[src/rtl/eeprom_pkg.sv]
package eeprom_pkg;

    // bus operations issued by the sequencer, OP_START doubles as repeated start
    typedef enum logic [1:0] {
        OP_START = 2'd0,
        OP_SEND  = 2'd1,
        OP_RECV  = 2'd2,
        OP_STOP  = 2'd3
    } i2c_op_t;

    localparam logic [3:0] DEV_CODE = 4'b1010;   // 24cxx device type
    localparam int         ADDR_W   = 11;
    localparam int         DATA_W   = 8;

    // control byte: device code, block number (addr 10..8), r/w bit
    function automatic logic [DATA_W-1:0] ctrl_byte(
        input logic [ADDR_W-DATA_W-1:0] block,
        input logic                     rnw
    );
        return {DEV_CODE, block, rnw};
    endfunction

endpackage
[src/rtl/i2c_step_if.sv]
`timescale 1ns/1ns
interface i2c_step_if;
    import eeprom_pkg::*;

    i2c_op_t           op;
    logic [DATA_W-1:0] tx_byte;
    logic              send_nack;   // master answer for OP_RECV
    logic              go;
    logic              done;
    logic [DATA_W-1:0] rx_byte;
    logic              slave_nack;  // ack bit seen after OP_SEND

    modport master (
        output op, tx_byte, send_nack, go,
        input  done, rx_byte, slave_nack
    );

    modport engine (
        input  op, tx_byte, send_nack, go,
        output done, rx_byte, slave_nack
    );
endinterface

[src/rtl/eeprom_req_if.sv]
`timescale 1ns/1ns
interface eeprom_req_if;
    import eeprom_pkg::*;

    logic              pending;   // slot full
    logic              is_read;
    logic [ADDR_W-1:0] addr;
    logic [DATA_W-1:0] wdata;
    logic              take;      // one cycle, from sequencer

    modport holder (
        output pending, is_read, addr, wdata,
        input  take
    );

    modport taker (
        input  pending, is_read, addr, wdata,
        output take
    );
endinterface

[src/rtl/eeprom_sequencer.sv]
`timescale 1ns/1ns
module eeprom_sequencer (
    input  logic                          CLK,
    input  logic                          RESET,
    eeprom_req_if.taker                   req,
    i2c_step_if.master                    step,
    output logic [eeprom_pkg::DATA_W-1:0] rdata,
    output logic                          ack,
    output logic                          nack
);
    import eeprom_pkg::*;

    localparam int S_IDLE    = 0;
    localparam int S_START   = 1;
    localparam int S_CTRLW   = 2;
    localparam int S_ADDR    = 3;
    localparam int S_DATA    = 4;
    localparam int S_RESTART = 5;
    localparam int S_CTRLR   = 6;
    localparam int S_RECV    = 7;
    localparam int S_STOP    = 8;
    localparam int NSTATE    = 9;

    localparam logic [NSTATE-1:0] ONE = NSTATE'(1);

    logic [NSTATE-1:0] state;
    logic [NSTATE-1:0] state_nx;
    logic              cur_read;
    logic [ADDR_W-1:0] cur_addr;
    logic [DATA_W-1:0] cur_wdata;
    logic              nack_acc;
    logic              abort;
    logic              finish;

    assign req.take = state[S_IDLE] & req.pending;

    // slave refused a byte, skip to stop
    assign abort  = step.done & step.slave_nack &
                    (state[S_CTRLW] | state[S_ADDR] | state[S_DATA] | state[S_CTRLR]);
    assign finish = state[S_STOP] & step.done;

    always_comb
    begin
        state_nx = state;
        case (1'b1)
            state[S_IDLE]:    if (req.pending) state_nx = ONE << S_START;
            state[S_START]:   if (step.done) state_nx = ONE << S_CTRLW;
            state[S_CTRLW]:   if (step.done) state_nx = abort ? ONE << S_STOP : ONE << S_ADDR;
            state[S_ADDR]:
            begin
                if (abort)
                    state_nx = ONE << S_STOP;
                else if (step.done)
                    state_nx = cur_read ? ONE << S_RESTART : ONE << S_DATA;
            end
            state[S_DATA]:    if (step.done) state_nx = ONE << S_STOP;
            state[S_RESTART]: if (step.done) state_nx = ONE << S_CTRLR;
            state[S_CTRLR]:   if (step.done) state_nx = abort ? ONE << S_STOP : ONE << S_RECV;
            state[S_RECV]:    if (step.done) state_nx = ONE << S_STOP;
            state[S_STOP]:    if (step.done) state_nx = ONE << S_IDLE;
            default:          state_nx = ONE << S_IDLE;
        endcase
    end

    // operation follows the state, so it stays put from go to done
    always_comb
    begin
        step.op      = OP_SEND;
        step.tx_byte = cur_addr[DATA_W-1:0];
        if (state[S_START] | state[S_RESTART])
            step.op = OP_START;
        else if (state[S_RECV])
            step.op = OP_RECV;
        else if (state[S_STOP])
            step.op = OP_STOP;

        if (state[S_CTRLW])
            step.tx_byte = ctrl_byte(cur_addr[ADDR_W-1:DATA_W], 1'b0);
        else if (state[S_CTRLR])
            step.tx_byte = ctrl_byte(cur_addr[ADDR_W-1:DATA_W], 1'b1);
        else if (state[S_DATA])
            step.tx_byte = cur_wdata;
    end

    assign step.send_nack = state[S_RECV];  // single byte read ends with nack

    always_ff @(posedge CLK)
    begin
        if (RESET)
        begin
            state    <= ONE << S_IDLE;
            step.go  <= 1'b0;
            ack      <= 1'b0;
            nack     <= 1'b0;
            nack_acc <= 1'b0;
        end
        else
        begin
            state   <= state_nx;
            step.go <= (state_nx != state) & ~state_nx[S_IDLE];   // one go per op state
            ack     <= finish;
            if (req.take)
                nack_acc <= 1'b0;
            else if (abort)
                nack_acc <= 1'b1;
            if (finish)
                nack <= nack_acc;
        end
    end

    always_ff @(posedge CLK)
    begin
        if (req.take)
        begin
            cur_read  <= req.is_read;
            cur_addr  <= req.addr;
            cur_wdata <= req.wdata;
        end
        if (finish)
            rdata <= step.rx_byte;
    end

endmodule

[src/flat_wrapper.sv]
// flat-port wrapper written by rule: the top's interface ports become plain ports
module eeprom_sequencer_flat import eeprom_pkg::*;
  (CLK, RESET, rdata, ack, nack, req_pending, req_is_read, req_addr, req_wdata, req_take, step_op, step_tx_byte, step_send_nack, step_go, step_done, step_rx_byte, step_slave_nack);
  eeprom_req_if req_i ();
  i2c_step_if step_i ();
  input  logic CLK;
  input  logic RESET;
  output logic [eeprom_pkg::DATA_W-1:0] rdata;
  output logic ack;
  output logic nack;
  input wire logic [$bits(req_i.pending)-1:0] req_pending;
  input wire logic [$bits(req_i.is_read)-1:0] req_is_read;
  input wire logic [$bits(req_i.addr)-1:0] req_addr;
  input wire logic [$bits(req_i.wdata)-1:0] req_wdata;
  output wire logic [$bits(req_i.take)-1:0] req_take;
  output wire logic [$bits(step_i.op)-1:0] step_op;
  output wire logic [$bits(step_i.tx_byte)-1:0] step_tx_byte;
  output wire logic [$bits(step_i.send_nack)-1:0] step_send_nack;
  output wire logic [$bits(step_i.go)-1:0] step_go;
  input wire logic [$bits(step_i.done)-1:0] step_done;
  input wire logic [$bits(step_i.rx_byte)-1:0] step_rx_byte;
  input wire logic [$bits(step_i.slave_nack)-1:0] step_slave_nack;
  assign req_i.pending = req_pending;
  assign req_i.is_read = req_is_read;
  assign req_i.addr = req_addr;
  assign req_i.wdata = req_wdata;
  assign req_take = req_i.take;
  assign step_op = step_i.op;
  assign step_tx_byte = step_i.tx_byte;
  assign step_send_nack = step_i.send_nack;
  assign step_go = step_i.go;
  assign step_i.done = step_done;
  assign step_i.rx_byte = step_rx_byte;
  assign step_i.slave_nack = step_slave_nack;
  eeprom_sequencer u_core (.CLK(CLK), .RESET(RESET), .req(req_i), .step(step_i), .rdata(rdata), .ack(ack), .nack(nack));
endmodule
[config.mk]
export PLATFORM = sky130hd
export DESIGN_NAME = eeprom_sequencer_flat
export DESIGN_NICKNAME = d
export VERILOG_FILES = /design/src/rtl/eeprom_pkg.sv /design/src/rtl/i2c_step_if.sv /design/src/rtl/eeprom_req_if.sv /design/src/rtl/eeprom_sequencer.sv /design/src/flat_wrapper.sv
export SDC_FILE = /design/constraint.sdc
export NUM_CORES = 1
export LEC_CHECK = 0
export BUFFER_PORTS_ARGS = -buffer_cell sky130_fd_sc_hd__buf_2
export CAP_MARGIN = 15
export CORE_MARGIN = 2
export CORE_UTILIZATION = 30
export CTS_CLUSTER_SIZE = 8
export DETAILED_ROUTE_END_ITERATION = 8
export PLACE_DENSITY_LB_ADDON = 0.05
export SYNTH_ARGS = -nofsm -noshare
export SYNTH_HDL_FRONTEND = slang
export SYNTH_SLANG_ARGS = --single-unit
export TNS_END_PERCENT = 5
[constraint.sdc]
create_clock -name CLK -period 1.9 [get_ports CLK]
set_input_delay 0 -clock CLK [delete_from_list [all_inputs] [get_ports CLK]]
set_output_delay 0 -clock CLK [all_outputs]
set_load 0.01 [all_outputs]
### Word-level counts from Yosys, hierarchy flattened

Index checks and enable logic that the tools add are counted.

| word-level totals | value |
|---|---|
| register bits after elaboration | 41 |
| input port bits | 33 |

| cells by class | value |
|---|---|
| eq/ne operators | 1 |
| multiplexer cells | 28 |
| bitwise gates (word level) | 10 |
| reduce and logical (&&, ||, !) cells | 1 |

Operator list:

| kind | number |
|---|---|
| 9-bit two-way mux | 21 |
| 8-bit two-way mux | 3 |
| 9-bit inequality test | 1 |
| 2-bit two-way mux | 3 |
| 6-bit two-way mux | 1 |
| 1-bit bitwise AND | 5 |
| 1-bit bitwise OR | 4 |
| 2-bit OR reduction | 1 |
| 1-bit NOT | 1 |

### Logic depth before layout (Yosys ltp)

| depth | value |
|---|---|
| word-level depth | 15 |
| gate-level depth with buffers | 6 |
| gate-level depth less buffers | 5 |

### Least setup slack after synthesis

No wires, ideal clock.

| path | value |
|---|---|
| path type | reg2reg |
| start point | reg u_core.state[0] |
| end point | reg u_core.step.go |
| library setup time | 0.074 ns |
| arrival | 1.484 ns |
| required time | 1.826 ns |
| slack | 0.342 ns |
| stages on the path, launching flop included | 6 |
| clock period less this slack | 1.558 ns |
| cell sequence | dfxtp_1 and2_1 buf_2 nor2_1 o211a_1 a31oi_1 |

| on the way | value |
|---|---|
| word-level cells in the longest chain between the ends | 3 |
| elaborated cells between the ends (all ways) | 4 |
| classes of those cells | 1 x eq/ne; 1 x mux; 2 x bitwise |

Ends and longest elaborated chain:

| element | RTL line | source |
|---|---|---|
| from (decl) | eeprom_sequencer.sv:26 | `logic [NSTATE-1:0] state;` |
| from (signal assigned) | eeprom_sequencer.sv:91 | `state <= ONE << S_IDLE;` |
| from (signal assigned) | eeprom_sequencer.sv:99 | `state <= state_nx;` |
| 9-bit two-way mux | eeprom_sequencer.sv:45 | `case (1'b1)` |
| 9-bit inequality test or 1-bit NOT (tied branches) | eeprom_sequencer.sv:100 | `step.go <= (state_nx != state) & ~state_nx[S_IDLE];` |
| 1-bit bitwise AND * | eeprom_sequencer.sv:100 |  |
| to (signal assigned) | eeprom_sequencer.sv:100 |  |
| to (decl) | i2c_step_if.sv:14 | `output op, tx_byte, send_nack, go,` |

Mark *: on every way between the ends. The rest lies on a longest branch, timed or not.
A chain may end at the register's enable or synchronous reset.

### Worst setup path after layout

| path | value |
|---|---|
| start point | reg u_core.state[2] |
| end point | reg u_core.step.go |

| on the way | value |
|---|---|
| word-level cells in the longest chain between the ends | 15 |
| elaborated cells between the ends (all ways) | 21 |
| classes of those cells | 1 x eq/ne; 14 x mux; 6 x bitwise |

Ends and longest elaborated chain:

| element | RTL line | source |
|---|---|---|
| 1-bit bitwise OR (3 in series) | eeprom_sequencer.sv:39 | `(state[S_CTRLW] \| state[S_ADDR] \| state[S_DATA] \| state[S_CTRLR]);` |
| 1-bit bitwise AND | eeprom_sequencer.sv:38 | `assign abort = step.done & step.slave_nack &` |
| 9-bit two-way mux (2 in series) | eeprom_sequencer.sv:58 | `state[S_CTRLR]: if (step.done) state_nx = abort ? ONE << S_STOP : ONE << S_RECV;` |
| 9-bit two-way mux (7 in series) | eeprom_sequencer.sv:45 |  |
| 9-bit inequality test | eeprom_sequencer.sv:100 |  |
| 1-bit bitwise AND * | eeprom_sequencer.sv:100 |  |

Marked as above.

==> out/results.txt <==
IO Count - 56
Layout cell share with drive strength beyond 1 - 32.3%
Htree depth - 2
Status - finished clean
Clk buf depth - 2
Routed wire length - 3820 microns
Worst path cell trace - nor4b_2 > nand2_1 > a31oi_1 > o211a_1 > a31oi_1
Max layer used - met4
Arrival @ worst endpoint - 1.89 ns
Worst setup margin - 0.184 ns
Most frequent CP cell - a31oi_1
Worst VDD drop - 0.399 mV
Critical Path Sink Type - flop
Primary FF master, synth - edfxtp_1
TritonCTS Buffers - 5
CP max stage cell - nor4b_2
DR WL met2 - 1920 microns
Worst-Skew Late Latency - 0.29 ns
CTS tree - yes
Via-to-Cell Ratio - 4.71
Drt first pass iters - 4
GPL Wtd Cong - 0.818
Die H - 80.4 microns
Antenna cells - 0
Metal-1 WL - 1640 microns
Number of placement rows - 27
DP HPWL - 2650 microns
Crit Path Category - flop to flop
First-pass GRT wire length - 6420 microns
Power density cells - 715 nW/um^2
Avg WL per Cell - 12.4 microns
Via count - 1447
Met3 WL - 209 microns
Grt total ovfl - 0
Setup_tns - 0 ns
Vias in the first global route - 1453
Total power draw - 1770 uW
Yosys warning count - 0
Cell area after synthesis - 1750 sq um
Final #Nets - 267
Root Buffer Master - clkbuf_8
Filler instances - 530
Cell count after synthesis - 147
Syn Nets - 180
Critical Path Max Stage Delay - 0.54 ns
Clk sinks - 41
Asr flop ratio synth - 0%
Post-CTS resize count - 0
Min Tclk post-route - 1.72 ns
Antenna violations before repair - 0
Most common cell after layout, fill and taps aside - buf_2
GR Util All Layers - 12.9%
Type of the worst min-delay path - input port to flop
Layout Skew - 0.00257 ns
RSZ-0062 raised after global routing - false
Library cells used by synthesis - 35
Initial cell density of the core - 31.4%
Post-CTS setup buffers - 0
CP required - 2.07 ns
F_max - 583 MHz
Drt initial violations - 182
Synth Register Bits - 41
Worst-path clk slew - 0.08 ns
PortBufs - 55
Register area share after synthesis - 62.9%
Leak Pwr - 0.000960 uW
Final period util - 90.3%
Area Growth Syn to Fin - 41.6%
Headroom to the max-slew limit - 65.5%
Setup Viol. Count Final - 0
Largest net degree at the start of global routing - 24
Post-place setup slack - 0.227 ns
Remaining antenna violation count - 0
CP max FO - 12
Post-synth EDFFs - 28
Mapped Avg Cell Area - 11.9 sq um
Die Width - 80.4 microns
Number of hold violations in the final report - 0
Core ar. - 5570 sq um
Overall die area - 6460 sq um
Commonest non-fill, non-tap cells in the layout - buf_2, dlygate4sd3_1, edfxtp_1, nor2_1, dfxtp_1
Number of remaining DRC errors - 0
Max-slew violations - 0
Slew @ Worst Pin - 0.516 ns
Max-Cap Viols - 0
Type of origin of the critical path - flop
Final core occ - 44.4%
cells in the mapped netlist, types with 2 or more instances:
master	instances	share of area, %
a21oi_1	10	2.9
a22oi_1	2	0.86
a311oi_1	2	1.0
a31oi_1	3	1.1
a32oi_1	2	1.0
buf_2	6	1.7
clkbuf_1	2	0.43
dfxtp_1	13	15
edfxtp_1	28	48
inv_1	2	0.43
mux2i_1	9	5.2
nand2_1	12	2.6
nand2b_1	2	0.72
nand3_1	2	0.57
nand4_1	2	0.72
nor2_1	19	4.1
nor2_2	2	0.72
nor2b_1	4	1.4
nor3_1	5	1.4
nor3b_1	2	0.86
o21ai_0	2	0.57
o31a_1	3	1.5
registers in the layout, indices dropped and copies added, names as in the netlist:
| signal | flops |
|---|---|
| u_core.nack | 1 |
| u_core.cur_addr | 11 |
| u_core.state | 9 |
| u_core.cur_wdata | 8 |
| u_core.rdata | 8 |
| u_core.step.go | 1 |
| u_core.cur_read | 1 |
| u_core.nack_acc | 1 |
| u_core.ack | 1 |
timing repair:
action | 4_1_cts | 5_1_grt
endpoints found under the setup margin | 0 | 0
hold endpoints to repair | 28 | 0
hold buffers | 28 | 0
power breakdown:
part | switching, uW | internal [uW]
registers | 17.9 | 992
clock network | 309 | 254
logic | 89.5 | 111
layout make-up:
type                       count  area, sq um  area share (%)
multi-input combinational     94          588            23.7
tap                           72         90.1            3.64
inverter                       3         11.3           0.455
clock buffer                   5         68.8            2.78
timing repair buffer          89          601            24.2
sequential                    41         1100            44.4
clock inverter                 3         17.5           0.707
metrics by stage:
step                std cells  hold slack [ns]  area (sq um)
CTS                       307          0.00660          2480
global placement          271            0.177          2110
floorplan                 147           0.0793          1750
global route              307           0.0290          2480
finish                    307           0.0126          2480
detailed placement        271            0.178          2110
layer usage:
layer,vias up,track usage (%)
met5,-,0
met4,0,4.92
met3,6,3.48
met2,49,23.3
met1,672,14.4
li1,720,-
critical path, delay by kind of cell (launching register included):
kind,cells,cell delay [ns]
compound gates,3,0.45
simple gates,2,0.68
flops,1,0.47
final timing paths:
check | end | slack (ns) | cells after the start | startpoint
setup reg to reg | u_core.step.go | 0.18 | 5 | u_core.state[2]
hold reg to reg | u_core.nack | 0.46 | 2 | u_core.nack
setup / recovery | u_core.step.go | 0.18 | 5 | u_core.state[2]
hold / removal | u_core.state[8] | 0.01 | 4 | req_pending
cell families (layout without fill, tap and decap cells):
group	count (synthesis)	after routing	share of synthesized area [%]
mux	10	10	5.79
buf+inv	12	100	3.43
simple gates	56	56	17.1
flops	41	41	62.9
compound gates	28	28	10.7
No activity file was read; power rests on OpenSTA's default activity.
