## src/rtl/eeprom_pkg.sv

```systemverilog
package eeprom_pkg;

    // bus operations issued by the sequencer, OP_START doubles as repeated start
    typedef enum logic [1:0] {
        OP_START = 2'd0,
        OP_SEND  = 2'd1,
        OP_RECV  = 2'd2,
        OP_STOP  = 2'd3
    } i2c_op_t;

    localparam logic [3:0] DEV_CODE = 4'b1010;   // 24cxx device type
    localparam int         ADDR_W   = 11;
    localparam int         DATA_W   = 8;

    // control byte: device code, block number (addr 10..8), r/w bit
    function automatic logic [DATA_W-1:0] ctrl_byte(
        input logic [ADDR_W-DATA_W-1:0] block,
        input logic                     rnw
    );
        return {DEV_CODE, block, rnw};
    endfunction

endpackage
```

## src/rtl/eeprom_req_if.sv

```systemverilog
`timescale 1ns/1ns
interface eeprom_req_if;
    import eeprom_pkg::*;

    logic              pending;   // slot full
    logic              is_read;
    logic [ADDR_W-1:0] addr;
    logic [DATA_W-1:0] wdata;
    logic              take;      // one cycle, from sequencer

    modport holder (
        output pending, is_read, addr, wdata,
        input  take
    );

    modport taker (
        input  pending, is_read, addr, wdata,
        output take
    );
endinterface

```

## src/rtl/eeprom_request_stage.sv

```systemverilog
`timescale 1ns/1ns
module eeprom_request_stage (
    input  logic                          CLK,
    input  logic                          RESET,
    input  logic                          wr,
    input  logic                          rd,
    input  logic [eeprom_pkg::ADDR_W-1:0] addr,
    input  logic [eeprom_pkg::DATA_W-1:0] wdata,
    output logic                          busy,
    eeprom_req_if.holder                  req
);

    logic accept;

    // strobes are dropped while the slot is full
    assign accept = (wr | rd) & ~req.pending;
    assign busy   = req.pending;

    always_ff @(posedge CLK)
    begin
        if (RESET)
        begin
            req.pending <= 1'b0;
        end
        else if (req.take)
        begin
            req.pending <= 1'b0;
        end
        else if (accept)
        begin
            req.pending <= 1'b1;
        end
    end

    always_ff @(posedge CLK)
    begin
        if (accept)
        begin
            req.is_read <= ~wr;     // write wins
            req.addr    <= addr;
            req.wdata   <= wdata;
        end
    end

endmodule

```

## src/flat_wrapper.sv

```systemverilog
// flat-port wrapper written by rule: the top's interface ports become plain ports
module eeprom_request_stage_flat 
  (CLK, RESET, wr, rd, addr, wdata, busy, req_pending, req_is_read, req_addr, req_wdata, req_take);
  eeprom_req_if req_i ();
  input  logic CLK;
  input  logic RESET;
  input  logic wr;
  input  logic rd;
  input  logic [eeprom_pkg::ADDR_W-1:0] addr;
  input  logic [eeprom_pkg::DATA_W-1:0] wdata;
  output logic busy;
  output wire logic [$bits(req_i.pending)-1:0] req_pending;
  output wire logic [$bits(req_i.is_read)-1:0] req_is_read;
  output wire logic [$bits(req_i.addr)-1:0] req_addr;
  output wire logic [$bits(req_i.wdata)-1:0] req_wdata;
  input wire logic [$bits(req_i.take)-1:0] req_take;
  assign req_pending = req_i.pending;
  assign req_is_read = req_i.is_read;
  assign req_addr = req_i.addr;
  assign req_wdata = req_i.wdata;
  assign req_i.take = req_take;
  eeprom_request_stage u_core (.CLK(CLK), .RESET(RESET), .wr(wr), .rd(rd), .addr(addr), .wdata(wdata), .busy(busy), .req(req_i));
endmodule
```

## config.mk

```make
export PLATFORM = sky130hd
export DESIGN_NAME = eeprom_request_stage_flat
export DESIGN_NICKNAME = d
export VERILOG_FILES = /design/src/rtl/eeprom_pkg.sv /design/src/rtl/eeprom_req_if.sv /design/src/rtl/eeprom_request_stage.sv /design/src/flat_wrapper.sv
export SDC_FILE = /design/constraint.sdc
export NUM_CORES = 1
export LEC_CHECK = 0
export BUFFER_PORTS_ARGS = -buffer_cell sky130_fd_sc_hd__buf_2
export CAP_MARGIN = 5
export CORE_UTILIZATION = 38
export CTS_CLUSTER_DIAMETER = 120
export DETAILED_ROUTE_END_ITERATION = 8
export HOLD_SLACK_MARGIN = 0.03
export PLACE_DENSITY = 0.75
export SLEW_MARGIN = 20
export SYNTH_ARGS = -nofsm -noshare
export SYNTH_HDL_FRONTEND = slang
export SYNTH_SLANG_ARGS = --single-unit
```

## constraint.sdc

```tcl
create_clock -name CLK -period 1.87 [get_ports CLK]
set_input_delay 0.374 -clock CLK [delete_from_list [all_inputs] [get_ports CLK]]
set_output_delay 0.374 -clock CLK [all_outputs]
set_load 0.1 [all_outputs]
```

## Yosys cells after proc, flatten, opt, wreduce, memory -nomap -nowiden

Index checks and enable logic that the tools add are counted.

| word-level totals | value |
|---|---|
| latch bits | 0 |
| output and inout port bits | 22 |
| register bits | 21 |
| memories kept | 0 |
| bits of input ports | 24 |
| RAM bits | 0 |
| logic and storage cells | 9 |
| ROM bits | 0 |

| cells by class | value |
|---|---|
| bitwise operators | 4 |
| equal/unequal tests | 0 |
| multiply operators | 0 |
| add/subtract/negate cells | 0 |
| mux-type cells | 0 |
| divide/modulo/power cells | 0 |
| shift operators | 0 |
| magnitude comparators | 0 |
| reduce and logical (&&, ||, !) cells | 1 |

Operator list:

| operator | number |
|---|---|
| inverter 1 bit | 2 |
| OR reduction 2 bit | 1 |
| AND 1 bit | 1 |
| bitwise OR 1 bit | 1 |

## Depth between registers and ports, before layout

Gate-level depths: netlist of run 1.

| logic depth | value |
|---|---|
| word-level depth | 2 |
| mapped depth | 2 |
| depth with buffers taken out | 2 |

## Least setup slack after synthesis of run 1

Ideal clock, no wire load.

| timing path | value |
|---|---|
| kind | reg2reg |
| start | register u_core.req.pending, in the netlist u_core.busy |
| end | register u_core.req.addr[0], enable pin |
| arrival time | 1.692 ns |
| path slack | -0.219 ns |
| path buffers | 0 |
| data required time | 1.473 ns |
| stages on the path, launching flop included | 2 |
| library setup time | 0.397 ns |
| clock period less this slack | 2.089 ns |
| cell sequence | dfxtp_1 nor2_1 |

| on the way | value |
|---|---|
| longest elaborated chain between the ends | 2 |

Ends and longest elaborated chain:

| item | line | source |
|---|---|---|
| from (decl) | eeprom_req_if.sv:12 | `output pending, is_read, addr, wdata,` |
| from (signal assigned) | eeprom_request_stage.sv:23 | `req.pending <= 1'b0;` |
| from (signal assigned) | eeprom_request_stage.sv:27 | `req.pending <= 1'b0;` |
| from (signal assigned) | eeprom_request_stage.sv:31 | `req.pending <= 1'b1;` |
| inverter 1 bit | eeprom_request_stage.sv:16 | `assign accept = (wr \| rd) & ~req.pending;` |
| AND 1 bit | eeprom_request_stage.sv:16 |  |
| net u_core.accept | eeprom_request_stage.sv:13 | `logic accept;` |
| to (decl) | eeprom_req_if.sv:12 |  |

The timed path passes the listed nets, and every way through them passes these cells.
A chain may end at the register's enable or synchronous reset.

## Final worst setup path of run 1

| timing path | value |
|---|---|
| start | register u_core.req.pending, in the netlist u_core.busy |
| end | output port busy |

RTL lines:

| item | line | source |
|---|---|---|
| to (decl) | flat_wrapper.sv:11 | `output logic busy;` |

No word-level cell between the ends.

==> results of run 1 <==
-- final cells by class --
cell class                 count  area [um2]  share of cell area (%)
inverter                       1       3.754                  0.4021
timing repair buffer          46       232.7                   24.93
tap                           16       20.02                   2.145
multi-input combinational      4       30.03                   3.217
sequential                    21       620.6                   66.49
clock buffer                   4       26.28                   2.815
-- cell usage after synthesis, drive strengths merged --
cell type  number
buf             1
dfxtp           1
edfxtp         20
inv             1
nor2            2
nor3            2
-- power breakdown --
group	internal [mW]	switching, mW
sequential	0.555	0.00802
combinational	0.0432	0.284
clock	0.0828	0.122
-- flip-flops by register name (all words and copies together), names as in the netlist --
signal and cells:
u_core.req.addr 11, u_core.req.is_read 1, u_core.busy 1, u_core.req.wdata 8
-- cell families after synthesis --
kind of cell	count (synthesis)	synth area share [%]
buffers and inverters	2	1.708
flip-flops	21	94.12
AND/OR/NAND/NOR	4	4.175
-- metal layers --
| layer | vias up | share of wire (%) | track usage, % |
|---|---|---|---|
| li1 | 201 | - | - |
| met1 | 189 | 35 | 10.23 |
| met2 | 22 | 57 | 21.19 |
| met3 | 2 | 7.6 | 2.917 |
| met4 | 0 | 0.86 | 7.500 |
| met5 | - | 0 | 0 |
-- stage by stage --
step                power, mW  hold WS, ps
floorplan              0.8468        443.0
global placement       0.9003        542.5
detailed placement     0.9034        543.9
CTS                     1.106        221.1
global route            1.129        211.6
finish                  1.096        227.6
-- worst min path at each step --
stage	cells past startpoint	endpoint	slack, ps
global route	2	u_core.busy	210
global placement	2	u_core.busy	540
floorplan	1	u_core.busy	440
finish	2	u_core.busy	230
detailed placement	2	u_core.busy	540
CTS	2	u_core.busy	220
==> reports/results.txt, run 1 <==
Area share of the largest cell type after synthesis -> 91.08%
Commonest non-fill, non-tap cell in the layout -> buf_2
Pwr/cell area -> 1174 nW/um2
Via count -> 414
Vias in the first global route -> 375
Crit share post-route -> 80.96%
Hold WC Path Type -> in2reg
Setup TNS Final -> 0 ps
GPL Wtd Cong -> 0.5621
Worst flop-to-flop path startpoint -> u_core.busy
Diode count -> 0
DRT Wirelength -> 1051 um
Clk slew on worst S/H paths -> 110 ps
Clk_lat worst skew -> 290 ps
Final core utilization -> 59.87%
Drt drc -> 2
IO Port Bufs -> 45
Status -> finished, violations left
Max-Cap Viols -> 0
Final nets -> 101
Die H -> 43.66 um
Post-CTS Hold Buffers -> 0
Global-route wire length before repair -> 1449 um
Minimum clock period -> 1514 ps
Layout cell share with drive strength beyond 1 -> 68.42%
First drt pass iteration count -> 6
CTS Buf Count -> 3
I/O pin count -> 46
Total die area -> 1906 um2
Crit path max-delay family -> buffers and inverters
CP Launch Type -> register
Number of synthesized register bits -> 21
Rel. slew slack -> 67.10%
Die width -> 43.66 um
Synth cell types -> 6
Clock Sinks -> 21
WP data required -> 1500 ps
Root buf cell -> clkbuf_4
Crit path buffers/inverters -> 1
Netlist Area Pre-Place -> 659.4 um2
Hold path start -> RESET
Most frequent cells in the layout -> buf_2 (45), edfxtp_1 (20), clkbuf_4 (3), nor3_2 (2)
Reg2reg setup slack -> 840 ps
CP startpoint -> u_core.busy
# resized after CTS -> 0
Worst path arrival time -> 1140 ps
Slew @ Worst Pin -> 496.9 ps
Finish-stage setup viols -> 0
Max VDD drop -> 0.5746 mV
Failing checks -> DRC
Initial Util -> 42.30%
Final hold violation count -> 0
Worst path slowest cell -> buf_2
Clk buf depth -> 2
Post-route cell area -> 933.4 um2
Dpl cells -> 88
Max Fclk -> 660.5 MHz
Post-Synthesis Cells -> 27
Placed Instance Area -> 907.1 um2
Worst reg2reg endpoint -> u_core.req.addr[0]
Clock tree from TritonCTS -> done
Via density -> 4.500
Crit path max fanout -> 4
Setup Slack @ Placement -> 673.2 ps
Seq/Total Area, Yosys -> 94.12%
Worst Setup EP -> busy
Pin count of the biggest net entering global routing -> 21
Area contributors post-synth -> edfxtp_1 (91%), dfxtp_1 (3.0%), nor3_2 (3.0%)
Fin. max-slew vios -> 0
Syn_nets -> 51
P_leak -> 0.4197 nW
Yosys top cell by area -> edfxtp_1
Level count of the clock H-tree -> 1
Clk_skew -> 4.421 ps
FP Rows -> 14
P&R area growth vs syn -> 41.56%
Reg2reg path depth -> 2
Cell Chain, Critical Path -> buf_2
Stages on the worst setup path -> 1
Post-Syn Area per Cell -> 24.42 um2
Crit end category -> output pin
CP Class -> reg2out
Finished Layout Cells -> 92
Total congestion overflow -> 0
DR WL/cell -> 11.42 um
Starting DRC count in detailed routing -> 9
Slowest stage delay, CP -> 450 ps
Total core area -> 1559 um2
Post-CTS Repair Setup Buffers -> 0
Antenna violations before repair -> 0
Worst setup slack after layout -> 356.0 ps
Syn. warnings -> 0
Unrepaired setup endpoints after global routing -> no
FILL cells -> 126
Final ANT Viol Nets -> 0
GRT Util Overall -> 11.23%
No activity file was read; power rests on OpenSTA's default activity.
==> run 2: changes to the inputs <==
ABC_AREA = 1   (was not set)
clock period = 1.4 ns   (was 1.87 ns; I/O delays follow)
==> reports/results.txt, run 2 <==
Crit path buffers/inverters -> 1
Sequential Power Share -> 51.7%
Hold path start -> addr[1]
First drt pass iteration count -> 6
Level count of the clock H-tree -> 1
Switch share -> 37.55%
Clk_lat worst skew -> 280 ps
Slew @ Worst Pin -> 534.7 ps
Met1 Use GR -> 14.12%
Area share of the largest cell type after synthesis -> 90.23%
FP Rows -> 14
IO Port Bufs -> 45
Failing checks -> DRC
DRT Wirelength -> 1036 um
Final core utilization -> 59.52%
Final nets -> 103
CTS Buf Count -> 3
Syn. warnings -> 0
Clk_skew -> 1.218 ps
Clk slew on worst S/H paths -> 100 ps
Rel. slew slack -> 64.27%
Syn_nets -> 54
Initial Util -> 42.22%
Starting DRC count in detailed routing -> 11
Comb power frac -> 30.1%
Pint -> 908.6 uW
DR WL/cell -> 11.02 um
Final hold slack -> 163.9 ps
Commonest non-fill, non-tap cell in the layout -> buf_2
Pwr/cell area -> 1550 nW/um2
Layout cell share with drive strength beyond 1 -> 66.67%
Setup TNS Final -> 0 ps
Post-Syn Area per Cell -> 22.19 um2
Die H -> 43.86 um
GRT Util Overall -> 11.34%
GR peak layer -> met2
Total core area -> 1577 um2
Worst setup slack after layout -> 23.38 ps
Minimum clock period -> 1377 ps
Total die area -> 1923 um2
Switching power total -> 546.4 uW
Most frequent cell after synthesis -> edfxtp_1
Netlist Area Pre-Place -> 665.6 um2
P&R area growth vs syn -> 40.98%
Total congestion overflow -> 0
Drt drc -> 4
Vias in the first global route -> 364
Hold path depth -> 1
I/O pin count -> 46
Fin. max-slew vios -> 0
Max FFs per register -> 11
Hold WC Path Type -> in2reg
Cell Chain, Critical Path -> buf_2
Via count -> 421
Final hold violation count -> 0
Seq/Total Area, Yosys -> 93.23%
Pin count of the biggest net entering global routing -> 21
Total Power -> 1.455 mW
Clock Power Share -> 18.2%
Post-Synthesis Cells -> 30
P_leak -> 0.4292 nW
Crit path max-delay family -> buffers and inverters
Root buf cell -> clkbuf_4
Setup Slack @ Placement -> 152.2 ps
CP Class -> reg2out
Finished Layout Cells -> 94
DP HPWL -> 809.9 um
Finish-stage setup viols -> 0
Met3 usage -> 4.583%
GPL Wtd Cong -> 0.6296
Ys async rst share -> 0%
Die width -> 43.86 um
Diode count -> 0
Clock tree from TritonCTS -> done
Worst flop-to-flop path startpoint -> u_core.busy
Worst path arrival time -> 1100 ps
Max VDD drop -> 0.6413 mV
Reg with most FFs -> u_core.req.addr
Ys flop type -> edfxtp_1
Hold Path End -> u_core.req.addr[1]
Max-Cap Viols -> 0
Most frequent cells after synthesis -> edfxtp_1 (20), inv_1 (4)
Global-route wire length before repair -> 1531 um
Worst reg2reg endpoint -> u_core.req.wdata[0]
Slowest stage delay, CP -> 430 ps
CP Launch Type -> register
Most frequent cells in the layout -> buf_2 (45), edfxtp_1 (20), inv_1 (4), clkbuf_4 (3)
Placed Instance Area -> 912.1 um2
Crit path max fanout -> 4
Reg2reg setup slack -> 240 ps
Number of synthesized register bits -> 21
Reg2reg path depth -> 1
Synth cell types -> 8
Status -> finished, violations left
Final ANT Viol Nets -> 0
Post-CTS Hold Buffers -> 0
Dpl cells -> 90
Area contributors post-synth -> edfxtp_1 (90%), dfxtp_1 (3.0%), inv_1 (2.3%)
Post-route cell area -> 938.4 um2
WP data required -> 1120 ps
Met2 Use GR -> 17.31%
Crit end category -> output pin
Max Fclk -> 726.4 MHz
Antenna violations before repair -> 0
Top flop regs -> u_core.req.addr: 11 flops, u_core.req.wdata: 8 flops
Unrepaired setup endpoints after global routing -> yes
Crit share post-route -> 98.33%
Via density -> 4.479
Clock Sinks -> 21
Post-synth EDFFs -> 20
Yosys top cell by area -> edfxtp_1
# resized after CTS -> 0
Post-CTS Repair Setup Buffers -> 0
Clk buf depth -> 2
Worst path slowest cell -> buf_2
## run 2: cell count changes in the layout (fill, tap and decap cells not counted)
cell     previous run  this run
buf_4               1         0
inv_1               1         4
nor2_4              0         1
dfxtp_2             0         1
nand2_1             0         1
a21oi_2             0         1
nor3_2              2         0
nor2_1              1         0
dfxtp_1             1         0
## run 2: area by class of cell
class	instances	area [um2]
clock buffers	4	26.28
repair buffers	45	225.2
multi-input cells	4	30.03
inverters	4	15.01
fillers	138	638.1
well taps	16	20.02
flip-flops and latches	21	621.8
## run 2: routing by layer
metal	vias to the layer above	routed length, um	share of wire, %
met5	-	0	0
met4	0	0	0
met2	33	513	50
met1	185	388	37
li1	203	-	-
met3	0	134	13
## run 2: power by group through the flow
stage	clock [mW]	sequential (mW)	combinational, mW
2_1_floorplan	0	1.10	0.0352
3_3_place_gp	0	0.768	0.436
3_5_place_dp	0	0.768	0.439
4_1_cts	0.278	0.754	0.440
5_1_grt	0.314	0.757	0.448
6_report	0.265	0.753	0.438
## run 2: worst max-delay path by stage
stage,from,endpoint,cells past startpoint
after floorplan,u_core.busy,req_pending,1
after detailed placement,wr,u_core.req.addr[10],3
after CTS,u_core.busy,req_pending,1
final,u_core.busy,req_pending,1
after global routing,u_core.busy,busy,1
after global placement,wr,u_core.req.addr[4],3
## run 2: kinds of logic after synthesis
kind of cell / Yosys count / share of synthesized area [%]
flops: 21 / 93.23
compound gates: 1 / 1.316
simple gates: 3 / 2.067
buf+inv: 5 / 3.383
==> run 3: changes to the inputs <==
BUFFER_PORTS_ARGS = -buffer_cell sky130_fd_sc_hd__buf_4   (was -buffer_cell sky130_fd_sc_hd__buf_2)
==> reports/results.txt, run 3 (synthesized netlist as in run 2, its figures left out) <==
Status -> finished, violations left
Failing checks -> DRC
Max FFs per register -> 11
Total core area -> 1577 um2
Clk_skew -> 3.850 ps
Pin count of the biggest net entering global routing -> 21
GPL Wtd Cong -> 0.6286
IO Port Bufs -> 45
Final ANT Viol Nets -> 0
Crit path max-delay family -> flip-flops
FP Rows -> 14
Total die area -> 1923 um2
CTS Buf Count -> 3
Clk slew on worst S/H paths -> 110 ps
Slew @ Worst Pin -> 564.8 ps
Via density -> 4.638
Initial Util -> 42.22%
Reg with most FFs -> u_core.req.addr
Minimum clock period -> 1269 ps
Slowest stage delay, CP -> 390 ps
Unrepaired setup endpoints after global routing -> no
Global-route wire length before repair -> 1890 um
Root buf cell -> clkbuf_4
Commonest non-fill, non-tap cell in the layout -> buf_4
Clk_lat worst skew -> 290 ps
Hold path start -> addr[5]
Starting DRC count in detailed routing -> 12
Post-CTS Hold Buffers -> 0
Cell Chain, Critical Path -> buf_4
Total congestion overflow -> 0
DRT Wirelength -> 1356 um
Setup TNS Final -> 0 ps
CP startpoint -> u_core.busy
Via count -> 436
Drt drc -> 4
DR WL/cell -> 14.43 um
Crit end category -> output pin
I/O pin count -> 46
Crit share post-route -> 90.67%
Worst path arrival time -> 990 ps
Most frequent cells in the layout -> buf_4 (45), edfxtp_1 (20), inv_1 (4), clkbuf_4 (3)
Hold WC Path Type -> in2reg
Clock tree from TritonCTS -> done
Crit path max fanout -> 4
Worst flop-to-flop path startpoint -> u_core.busy
Post-CTS Repair Setup Buffers -> 0
P&R area growth vs syn -> 57.90%
Max-Cap Viols -> 0
CP Launch Type -> register
Final nets -> 103
Clk buf depth -> 2
Final core utilization -> 66.67%
Clock Sinks -> 21
WP data required -> 1120 ps
CP Class -> reg2out
Vias in the first global route -> 435
P_leak -> 0.4671 nW
Finish-stage setup viols -> 0
Die H -> 43.86 um
Pwr/cell area -> 1447 nW/um2
Max VDD drop -> 0.9822 mV
Layout cell share with drive strength beyond 1 -> 66.67%
Fin. max-slew vios -> 0
Top flop regs -> u_core.req.addr: 11 flops, u_core.req.wdata: 8 flops
# resized after CTS -> 0
Diode count -> 0
Worst path slowest cell -> dfxtp_2
Die width -> 43.86 um
Antenna violations before repair -> 0
Crit path buffers/inverters -> 1
Level count of the clock H-tree -> 1
Final hold violation count -> 0
Rel. slew slack -> 62.26%
Final hold slack -> 152.9 ps
GRT Util Overall -> 14.77%
Max Fclk -> 787.8 MHz
First drt pass iteration count -> 5
## run 3: final cells by class
type	instances	area, um2
timing repair buffer	45	337.8
multi-input combinational	4	30.03
clock buffer	4	26.28
tap	16	20.02
sequential	21	621.8
fill	123	525.5
inverter	4	15.01
## run 3: final timing paths
path,cells past startpoint,endpoint,slack (ps)
worst max-delay path,1,req_pending,130
worst min-delay path,1,u_core.req.addr[5],150
worst max register to register,1,u_core.req.wdata[2],210
worst min register to register,2,u_core.busy,510
## run 3: layer usage
metal	global-route usage, %	part of all wire [%]
met5	0	0
met4	10.91	0.74
met3	4.167	11
met2	25.67	52
met1	14.89	36
## run 3: per-stage QoR
stage / power (mW) / cells / setup WS [ps] / cell area [um2]
5_1_grt: 1.561 / 94 / 97.09 / 1051
6_report: 1.521 / 94 / 130.6 / 1051
3_5_place_dp: 1.258 / 90 / 163.3 / 1025
2_1_floorplan: 1.133 / 30 / 49.97 / 674.4
3_3_place_gp: 1.252 / 90 / 195.4 / 1025
4_1_cts: 1.532 / 94 / 117.6 / 1051
## run 3: report_power, final
part	switching (mW)	total, mW	internal, mW
clock	0.168	0.279	0.111
sequential	0.0147	0.757	0.743
combinational	0.384	0.485	0.100
