**config.mk**
```make
export PLATFORM = sky130hd
export DESIGN_NAME = i2c_bit_engine_flat
export DESIGN_NICKNAME = d
export VERILOG_FILES = /design/src/rtl/eeprom_pkg.sv /design/src/rtl/i2c_step_if.sv /design/src/rtl/i2c_bit_engine.sv /design/src/flat_wrapper.sv
export SDC_FILE = /design/constraint.sdc
export NUM_CORES = 1
export LEC_CHECK = 0
export CAP_MARGIN = 5
export CORE_MARGIN = 2
export CORE_UTILIZATION = 35
export DETAILED_ROUTE_END_ITERATION = 12
export DONT_BUFFER_PORTS = 1
export PLACE_DENSITY = 0.61
export SLEW_MARGIN = 25
export SYNTH_ARGS = -nofsm -noshare
export SYNTH_HDL_FRONTEND = slang
export SYNTH_SLANG_ARGS = --single-unit
export TNS_END_PERCENT = 10
```
**constraint.sdc**
```tcl
create_clock -name CLK -period 4 [get_ports CLK]
set_input_delay 1 -clock CLK [delete_from_list [all_inputs] [get_ports CLK]]
set_output_delay 1 -clock CLK [all_outputs]
set_load 0.005 [all_outputs]
```
**src/rtl/eeprom_pkg.sv**
```systemverilog
package eeprom_pkg;

    // bus operations issued by the sequencer, OP_START doubles as repeated start
    typedef enum logic [1:0] {
        OP_START = 2'd0,
        OP_SEND  = 2'd1,
        OP_RECV  = 2'd2,
        OP_STOP  = 2'd3
    } i2c_op_t;

    localparam logic [3:0] DEV_CODE = 4'b1010;   // 24cxx device type
    localparam int         ADDR_W   = 11;
    localparam int         DATA_W   = 8;

    // control byte: device code, block number (addr 10..8), r/w bit
    function automatic logic [DATA_W-1:0] ctrl_byte(
        input logic [ADDR_W-DATA_W-1:0] block,
        input logic                     rnw
    );
        return {DEV_CODE, block, rnw};
    endfunction

endpackage
```
**src/rtl/i2c_step_if.sv**
```systemverilog
`timescale 1ns/1ns
interface i2c_step_if;
    import eeprom_pkg::*;

    i2c_op_t           op;
    logic [DATA_W-1:0] tx_byte;
    logic              send_nack;   // master answer for OP_RECV
    logic              go;
    logic              done;
    logic [DATA_W-1:0] rx_byte;
    logic              slave_nack;  // ack bit seen after OP_SEND

    modport master (
        output op, tx_byte, send_nack, go,
        input  done, rx_byte, slave_nack
    );

    modport engine (
        input  op, tx_byte, send_nack, go,
        output done, rx_byte, slave_nack
    );
endinterface

```
**src/rtl/i2c_bit_engine.sv**
```systemverilog
`timescale 1ns/1ns
module i2c_bit_engine #(
    parameter int CLK_DIV = 2
) (
    input  logic       CLK,
    input  logic       RESET,
    i2c_step_if.engine step,
    output logic       scl,
    output logic       sda_drive_low,
    input  logic       sda_in
);
    import eeprom_pkg::*;

    localparam int DIV_W = $clog2(CLK_DIV + 1);

    logic [DIV_W-1:0]  div_cnt;
    logic              tick;
    logic              active;
    logic [1:0]        qtr;       // quarter of the SCL period
    logic [3:0]        bit_cnt;
    logic [3:0]        last_bit;
    logic              ack_bit;
    logic              q0_drive;
    i2c_op_t           op_q;
    logic              nack_q;
    logic [DATA_W-1:0] tx_sr;
    logic [DATA_W-1:0] rx_sr;

    assign tick         = active & (div_cnt == DIV_W'(CLK_DIV - 1));
    assign last_bit     = (op_q == OP_SEND || op_q == OP_RECV) ? 4'd8 : 4'd0;
    assign ack_bit      = (bit_cnt == 4'd8);
    assign step.rx_byte = rx_sr;

    // sda level set in the first quarter, scl is low there
    always_comb
    begin
        case (op_q)
            OP_START: q0_drive = 1'b0;
            OP_STOP:  q0_drive = 1'b1;
            OP_SEND:  q0_drive = ack_bit ? 1'b0 : ~tx_sr[DATA_W-1];
            default:  q0_drive = ack_bit ? ~nack_q : 1'b0;
        endcase
    end

    always_ff @(posedge CLK)
    begin
        if (RESET)
            div_cnt <= '0;
        else if (step.go || tick)
            div_cnt <= '0;
        else if (active)
            div_cnt <= div_cnt + 1'b1;
    end

    always_ff @(posedge CLK)
    begin
        if (RESET)
        begin
            active          <= 1'b0;
            step.done       <= 1'b0;
            step.slave_nack <= 1'b0;
            qtr             <= 2'd0;
            bit_cnt         <= 4'd0;
            scl             <= 1'b1;
            sda_drive_low   <= 1'b0;
        end
        else
        begin
            step.done <= tick & (qtr == 2'd3) & (bit_cnt == last_bit);
            if (step.go)
            begin
                active  <= 1'b1;
                qtr     <= 2'd0;
                bit_cnt <= 4'd0;
            end
            else if (tick)
            begin
                qtr <= qtr + 2'd1;
                if (qtr == 2'd3)
                begin
                    bit_cnt <= bit_cnt + 4'd1;
                    if (bit_cnt == last_bit)
                        active <= 1'b0;
                end
                case (qtr)
                    2'd0: sda_drive_low <= q0_drive;
                    2'd1: scl <= 1'b1;
                    2'd2:
                    begin
                        if (op_q == OP_START)
                            sda_drive_low <= 1'b1;      // start edge
                        else if (op_q == OP_STOP)
                            sda_drive_low <= 1'b0;      // stop edge
                        else if (op_q == OP_SEND && ack_bit)
                            step.slave_nack <= sda_in;
                    end
                    default: if (op_q != OP_STOP) scl <= 1'b0;   // bus idles with scl high
                endcase
            end
        end
    end

    always_ff @(posedge CLK)
    begin
        if (step.go)
        begin
            op_q   <= step.op;
            nack_q <= step.send_nack;
            tx_sr  <= step.tx_byte;
        end
        else if (tick && !ack_bit)
        begin
            if (qtr == 2'd3 && op_q == OP_SEND)
                tx_sr <= {tx_sr[DATA_W-2:0], 1'b0};     // msb first
            if (qtr == 2'd2 && op_q == OP_RECV)
                rx_sr <= {rx_sr[DATA_W-2:0], sda_in};
        end
    end

endmodule

```
**src/flat_wrapper.sv**
```systemverilog
// flat-port wrapper written by rule: the top's interface ports become plain ports
module i2c_bit_engine_flat import eeprom_pkg::*;
#(
    parameter int CLK_DIV = 2
)
  (CLK, RESET, scl, sda_drive_low, sda_in, step_op, step_tx_byte, step_send_nack, step_go, step_done, step_rx_byte, step_slave_nack);
  i2c_step_if step_i ();
  input  logic CLK;
  input  logic RESET;
  output logic scl;
  output logic sda_drive_low;
  input  logic sda_in;
  input wire logic [$bits(step_i.op)-1:0] step_op;
  input wire logic [$bits(step_i.tx_byte)-1:0] step_tx_byte;
  input wire logic [$bits(step_i.send_nack)-1:0] step_send_nack;
  input wire logic [$bits(step_i.go)-1:0] step_go;
  output wire logic [$bits(step_i.done)-1:0] step_done;
  output wire logic [$bits(step_i.rx_byte)-1:0] step_rx_byte;
  output wire logic [$bits(step_i.slave_nack)-1:0] step_slave_nack;
  assign step_i.op = step_op;
  assign step_i.tx_byte = step_tx_byte;
  assign step_i.send_nack = step_send_nack;
  assign step_i.go = step_go;
  assign step_done = step_i.done;
  assign step_rx_byte = step_i.rx_byte;
  assign step_slave_nack = step_i.slave_nack;
  i2c_bit_engine #(.CLK_DIV(CLK_DIV)) u_core (.CLK(CLK), .RESET(RESET), .step(step_i), .scl(scl), .sda_drive_low(sda_drive_low), .sda_in(sda_in));
endmodule
```
* Word-level counts from Yosys, hierarchy flattened *
Index checks and enable logic that the tools add are counted.

operators by class
  add/sub/neg operators = 3
  multipliers = 0
  divide/modulo/power cells = 0
  magnitude comparators = 0
  eq/ne operators = 11
  shifts and indexed selects = 0
  multiplexer cells = 16
  bitwise logic cells = 9
  reductions and logical operators = 26

operators by type and width
  operator               count
  $mux W8                3
  $reduce_bool A2 Y1     7
  $mux W1                9
  $eq A2 B2 Y1 const B   4
  $reduce_and A4 Y1      2
  $eq A2 B1 Y1 const B   3
  $not A1 Y1             6
  $reduce_and A3 Y1      2
  $reduce_and A6 Y1      1
  $reduce_or A2 Y1       3
  $add A2 B1 Y2 const B  2
  $add A4 B1 Y4 const B  1
  $eq A4 B4 Y1           1
  $eq A4 B4 Y1 const B   1
  $logic_and A1 B1 Y1    4
  $logic_not A2 Y1       2
  $mux W4                1
  $pmux W1 S2            2
  $reduce_and A2 Y1      2
  $and A1 B1 Y1          3
  $ne A3 B1 Y1 const B   1
  $pmux W1 S3            1
  $logic_or A1 B1 Y1     2
  $ne A2 B2 Y1 const B   1
  $logic_not A1 Y1       1

storage, ports and cells
  bits in registers = 32
  latch bits = 0
  bits in writable memories = 0
  memory bits (read-only) = 0
  bits of input ports = 15
  word-level logic and storage cells = 77
  memories = 0

* Logic depth before layout (Yosys ltp) *
Gate-level depths: netlist of the first run.

  depth after elaboration = 8
  mapped depth = 7
  gate-level depth less buffers = 6

* Worst setup path before layout of the first run *
Ideal clock, no wire load.

  path kind = input -> register
  start point = input step_go
  end point = register u_core.rx_sr[0], in the netlist u_core.step.rx_byte[0] (enable)
  library setup time = 0.370 ns
  data arrival time = 1.574 ns
  setup slack = 2.056 ns
  stages = 2
  path buffers = 0
  cell sequence = nand4b_1 > nor2_1

on the way
  cells in the longest elaborated chain, start to end = 2

ends and longest elaborated chain
  item                                line                   text
  from (decl)                         flat_wrapper.sv:16     input wire logic [$bits(step_i.go)-1:0] step_go;
  $not A1 Y1 (no source line)         -
  $reduce_and A3 Y1 (no source line)  -
  to (signal assigned)                i2c_bit_engine.sv:116  rx_sr <= {rx_sr[DATA_W-2:0], sda_in};
  to (decl)                           i2c_bit_engine.sv:27   logic [DATA_W-1:0] rx_sr;

Every way passes these cells.
A chain may end at the register's enable or synchronous reset.

* Worst setup path in the final report of the first run *
  start point = input step_go
  end point = register u_core.rx_sr[4], in the netlist u_core.step.rx_byte[4] (enable)

The elaborated chain is that of the path after synthesis.

==> results of run 1 <==
Yosys cell counts:
| master | n |
|---|---|
| nand4_1 | 1 |
| a2111oi_0 | 1 |
| buf_2 | 1 |
| inv_1 | 9 |
| xor2_1 | 2 |
| nand2_1 | 6 |
| o311a_1 | 1 |
| ha_1 | 12 |
| a31oi_1 | 1 |
| and3_2 | 1 |
| nand4b_1 | 2 |
| edfxtp_1 | 19 |
| and3b_2 | 1 |
| o32ai_1 | 1 |
| and2_1 | 1 |
| xnor2_1 | 3 |
| or2_2 | 1 |
| buf_4 | 2 |
| clkbuf_1 | 1 |
| or4_1 | 1 |
| dfxtp_1 | 13 |
| nand3_1 | 2 |
| nor2_1 | 17 |
| nand3b_1 | 1 |
| o21ai_0 | 1 |
| mux2i_1 | 4 |
| nand2_2 | 1 |
| a31o_2 | 1 |
| a21oi_1 | 4 |
| mux2_2 | 7 |
| nor3_1 | 1 |
final cells by class:
type                    instances  share of cell area, %
inverters                       9                   2.12
clock buffers                   5                   4.31
clock inverters                 3                   2.67
well taps                      50                   3.92
multi-input cells              74                   34.9
flip-flops and latches         32                   52.1
layer usage:
layer / vias up / wire length (um)
li1: 421 / -
met1: 402 / 995
met2: 15 / 1260
met3: 4 / 103
met4: 0 / 37
met5: - / 0
final timing paths:
path,start,to,slack [ns],depth (start not counted)
setup reg to reg,u_core.bit_cnt[0],u_core.step.rx_byte[4],2.23,5
hold / removal,u_core.div_cnt[1],u_core.div_cnt[1],0.49,2
hold reg to reg,u_core.div_cnt[1],u_core.div_cnt[1],0.49,2
setup / recovery,step_go,u_core.step.rx_byte[4],2.20,2
stage by stage:
stage	power (mW)	instances	utilization, %	hold slack [ns]
final	0.698	173	39.9	0.493
after global routing	0.726	173	39.9	0.515
after CTS	0.706	173	39.9	0.495
after detailed placement	0.403	165	37.1	0.482
after global placement	0.402	165	37.1	0.474
after floorplan	0.399	119	-	0.452
registers in the layout, indices dropped and copies added (netlist names):
register	cells
u_core.scl	1
u_core.step.rx_byte	8
u_core.bit_cnt	4
u_core.div_cnt	2
u_core.nack_q	1
u_core.sda_drive_low	1
u_core.step.done	1
u_core.active	1
u_core.step.slave_nack	1
u_core.op_q	2
u_core.qtr	2
u_core.tx_sr	8
logic make-up (layout without fill, tap and decap cells):
kind of cell,after synthesis,in the layout,share of synthesized area (%)
fa+ha+maj,12,12,10.4
simple gates,36,36,12.2
xor+xnor,5,5,3.03
flops,32,32,57.5
mux,11,11,8.23
buf+inv,13,17,3.98
compound gates,10,10,4.68
power by group through the flow:
stage | Sequential [mW] | Clock (mW) | Combinational [mW]
5_1_grt | 0.366 | 0.326 | 0.0344
3_5_place_dp | 0.373 | 0 | 0.0305
3_3_place_gp | 0.372 | 0 | 0.0296
4_1_cts | 0.365 | 0.309 | 0.0309
2_1_floorplan | 0.369 | 0 | 0.0295
6_report | 0.365 | 0.302 | 0.0303
==> qor.yml, run 1 <==
cts:
  post-cts-setup-buffers: 0
  cts_tree: "yes"
  clock_path_buffers: 2
  clk_pin_slew_worst_paths_ns: 0.06
  numCtsBuffers: 5
  cts-resized-gates: 0
  clockRootBuffer: "clkbuf_8"
  worst_skew_pair.late_latency_ns: 0.28
  cts_hold_buf: 0
  cts_sinks: 32
  htreeDepth: 2
sta:
  fmax_ghz: 0.556
  finalSetupTns_ns: 0
  finalClockSkew_ns: 0.00946
  layout_setup_ws_ns: 2.20
  rsz0062_at_grt: "false"
  post-route-period-util_pct: 45.0
  hold_violations: 0
  worst_pin_slew_ns: 0.620
  slew_headroom_pct: 58.5
  post-route-min-period_ns: 1.80
  drv_slew: 0
  setup_viol: 0
cells_and_area:
  mostFrequentLayoutCells: "19 x edfxtp_1, 17 x nor2_1, 13 x dfxtp_1, 12 x ha_1, 9 x inv_1"
  fin_nets: 149
  fin_area_um2: 1600
  area_delta_synth_final_pct: 10.4
  layout_commonest_cell: "edfxtp_1"
  seq_area_um2: 831
  multi_input_area_um2: 557
  drive_gt1_share_pct: 16.3
  antenna_cells: 0
  nFillCells: 387
min_path:
  min_path_type: "reg2reg"
critical_path:
  path_class: "in2reg"
  crit_slowest_cell: "nor2_1"
  path_buf_inv: 0
  critPathMaxFanout: 18
  worstPathRequired_ns: 3.91
  arrival_ns: 1.71
  start_kind: "input pin"
  critical_path.max_stage_delay_ns: 0.52
  critical_path.top_delay_family: "simple AND/OR/NAND/NOR gates"
  cp-end-kind: "register"
  path_cells: "nand4b_1, nor2_1"
run:
  cap_violations: 0
routing:
  wl_per_cell_um: 13.8
  drc: 0
  drt_iter0_drc: 18
  via_per_inst: 4.87
  drtPass1Iterations: 4
  vias: 842
  routed_wl_mm: 2.40
  ant_nets: 0
power_and_ir_drop:
  comb_power_share_pct: 4.3
  sequentialPowerShare_pct: 52.3
  clock_power_share_pct: 43.4
  p_switching_mw: 0.138
  leakage_nw: 0.571
  ir_drop_mv: 0.215
  powerDensity_nw_per_um2: 437
  p_sw_share_pct: 19.8
  p_int_mw: 0.559
floorplanning:
  dieArea_um2: 4660
  num_io_pins: 27
  core-area_um2: 4000
  die_width_um: 68.3
  rows: 23
  start_util_pct: 36.1
  fp.dieH_um: 68.3
logic_synthesis:
  syn_area_per_cell_um2: 12.1
  yosysTopAreaCell: "edfxtp_1"
  ys_warn_count: 0
  syn_nets: 146
  synth_area_leaders: "edfxtp_1 39%, dfxtp_1 18%, ha_1 10%"
  synth_cells: 119
  ys_types: 31
  ys_seq_area_share_pct: 57.5
  synth.top_cell.area_share_pct: 39.5
  synth_area_um2: 1450
  ys_seq_elements: 32
grt:
  globalRouteTotalUtil_pct: 11.4
  grt_pass1_vias: 845
  overflow: 0
  grt_pass1_wl_mm: 3.81
  grt_max_degree: 19
  met2_usage_pct: 18.6
  use_met1_pct: 12.1
  top_usage_layer: "met2"
  grt_use_met3_pct: 5.26
  antenna_found_initial: 0
place:
  portBuffers: 0
  gp_congestion: 0.685
  dpl.hpwl_mm: 1.78
  preCtsSetupSlack_ns: 1.91
  post_dp_cell_area_um2: 1480
run_status:
  status: "completed"
Power figures use the tool's default switching activity.
==> inputs of run 2 (changes only) <==
--- a/config.mk
+++ b/config.mk
@@ -10,7 +10,7 @@
 export CORE_UTILIZATION = 35
 export DETAILED_ROUTE_END_ITERATION = 12
 export DONT_BUFFER_PORTS = 1
-export PLACE_DENSITY = 0.61
+export PLACE_DENSITY = 0.63
 export SLEW_MARGIN = 25
 export SYNTH_ARGS = -nofsm -noshare
 export SYNTH_HDL_FRONTEND = slang
==> constraint.sdc (replaced) <==
create_clock -name CLK -period 1.6 [get_ports CLK]
set_input_delay 0.4 -clock CLK [delete_from_list [all_inputs] [get_ports CLK]]
set_output_delay 0.4 -clock CLK [all_outputs]
set_load 0.005 [all_outputs]
==> run 2 against run 1 <==
  * Routed wire length is 0.58% higher
  * Via count is 0.12% lower
  * First-iteration DRC count is 39% higher
  * Global-route usage is 0.21 points higher
  * Critical endpoint is now u_core.step.rx_byte[1]
  * Largest cell class unchanged
==> qor.yml, run 2 (same netlist as run 1, synthesis figures left out) <==
place:
  portBuffers: 0  # unchanged
  dpl.hpwl_mm: 1.79  # +0.78%
  gp_congestion: 0.708  # +3.3%
  post_dp_cell_area_um2: 1510  # +1.5%
power_and_ir_drop:
  leakage_nw: 0.575  # +0.59%
  ir_drop_mv: 0.380  # +77%
  powerDensity_nw_per_um2: 984  # +120%
routing:
  drc: 0  # unchanged
  routed_wl_mm: 2.41  # +0.58%
  vias: 841  # -0.12%
  wl_per_cell_um: 13.7  # -1.1%
  ant_nets: 0  # unchanged
  drtPass1Iterations: 4  # unchanged
  drt_iter0_drc: 25  # +7
  via_per_inst: 4.78  # -1.8%
critical_path:
  critPathMaxFanout: 8  # -10
  startpoint: "u_core.bit_cnt[0]"
  r2r_start: "u_core.bit_cnt[0]"
  start_kind: "register"
  cp-end-kind: "register"
  path_class: "reg2reg"
  worstPathRequired_ns: 1.59  # -2.32 ns
  arrival_ns: 1.46  # -0.25 ns
cells_and_area:
  mostFrequentLayoutCells: "19 x edfxtp_1, 17 x nor2_1, 11 x ha_1, 11 x dfxtp_1, 9 x inv_1"
  layout_commonest_cell: "edfxtp_1"
  finish.utilization_pct: 40.3  # +0.38 points
  drive_gt1_share_pct: 19.8  # +3.6 points
  fin_area_um2: 1610  # +0.94%
  area_delta_synth_final_pct: 11.4
  fin_nets: 152  # +2.0%
  antenna_cells: 0  # unchanged
cts:
  numCtsBuffers: 5  # unchanged
  worst_skew_pair.late_latency_ns: 0.28  # about the same
  htreeDepth: 2  # unchanged
  clk_pin_slew_worst_paths_ns: 0.06  # about the same
  clockRootBuffer: "clkbuf_8"
  cts_sinks: 32  # unchanged
  cts_tree: "yes"
  post-cts-setup-buffers: 0  # unchanged
  clock_path_buffers: 2  # unchanged
  cts_hold_buf: 0  # unchanged
grt:
  antenna_found_initial: 0  # unchanged
  grt_max_degree: 19  # unchanged
  overflow: 0  # unchanged
  globalRouteTotalUtil_pct: 11.6  # +0.21 points
  grt_pass1_wl_mm: 3.73  # -2.0%
  grt_pass1_vias: 817  # -3.3%
sta:
  finalClockSkew_ns: 0.00512  # -0.00434 ns
  worst_pin_slew_ns: 0.334  # -0.286 ns
  finalSetupTns_ns: 0  # unchanged
  hold_violations: 0  # unchanged
  drv_slew: 0  # unchanged
  post-route-period-util_pct: 91.7
  rsz0062_at_grt: "true"
  post-route-min-period_ns: 1.47
  setup_viol: 0  # unchanged
  fmax_ghz: 0.681
  slew_headroom_pct: 77.7  # +19 points
min_path:
  min_path_type: "in2reg"
  hp-start: "RESET"
floorplanning:
  num_io_pins: 27  # unchanged
  rows: 23  # unchanged
  fp.dieH_um: 68.3  # unchanged
  die_width_um: 68.3  # unchanged
  core-area_um2: 4000  # unchanged
  start_util_pct: 36.1  # unchanged
  dieArea_um2: 4660  # unchanged
run:
  cap_violations: 0  # unchanged
run_status:
  status: "completed"
-- run 2: cell types whose count changed in the layout (fill, tap and decap cells not counted), sizes merged --
cell    before  now
bufinv       1    0
clkbuf       5    6
buf          0    3
-- run 2: report_power, final --
part           internal [mW]  switching [mW]  leakage [nW]  total (mW)
Clock                  0.301           0.289        0.0388       0.590
Sequential             0.898          0.0137         0.286       0.912
Combinational         0.0446          0.0383         0.250      0.0829
Total                   1.24           0.341         0.575        1.58
-- run 2: area by class of cell --
cell class                 instances  area, um2
tap                               50       62.6
sequential                        32        833
timing repair buffer               3       22.5
inverter                           9       33.8
clock inverter                     2       11.3
multi-input combinational         74        574
clock buffer                       6       72.6
fill                             376       2390
-- run 2: worst max-delay path, cell delays in order (launching register included) --
cell	delay [ns]
dfxtp_2	0.36
inv_1	0.05
ha_1	0.21
nand3b_1	0.21
nand2_1	0.09
nor2_1	0.08
buf_4	0.18
-- run 2: path summary, 6_finish.rpt --
path / end / slack [ns] / depth (start not counted)
min reg2reg: u_core.step.rx_byte[7] / 0.49 / 0
max: u_core.step.rx_byte[1] / 0.13 / 6
min: u_core.step.slave_nack / 0.19 / 1
max reg2reg: u_core.step.rx_byte[1] / 0.13 / 6
-- run 2: metal layers --
metal  part of all wire (%)  wire length [um]  vias up  GRT usage, %
li1                       -                 -      424             -
met1                     39               950      398          11.8
met2                     54              1310       17          19.5
met3                    5.4               130        2          5.92
met4                   0.95                23        0          6.00
met5                      0                 0        -             0
-- run 2: metrics by stage --
step           hold WS (ns)  cells  total power [mW]  setup WS, ns
6_report              0.186    176              1.58         0.132
5_1_grt               0.167    176              1.67        0.0100
4_1_cts               0.177    176              1.61        0.0766
3_5_place_dp          0.476    168              1.01        0.0787
3_3_place_gp          0.472    168              1.01         0.114
2_1_floorplan         0.452    119             0.996        0.0386
-- run 2: repair_timing --
action,4_1_cts,5_1_grt
hold endpoints to repair,0,0
gates resized for setup,0,6
endpoints found under the setup margin,0,18
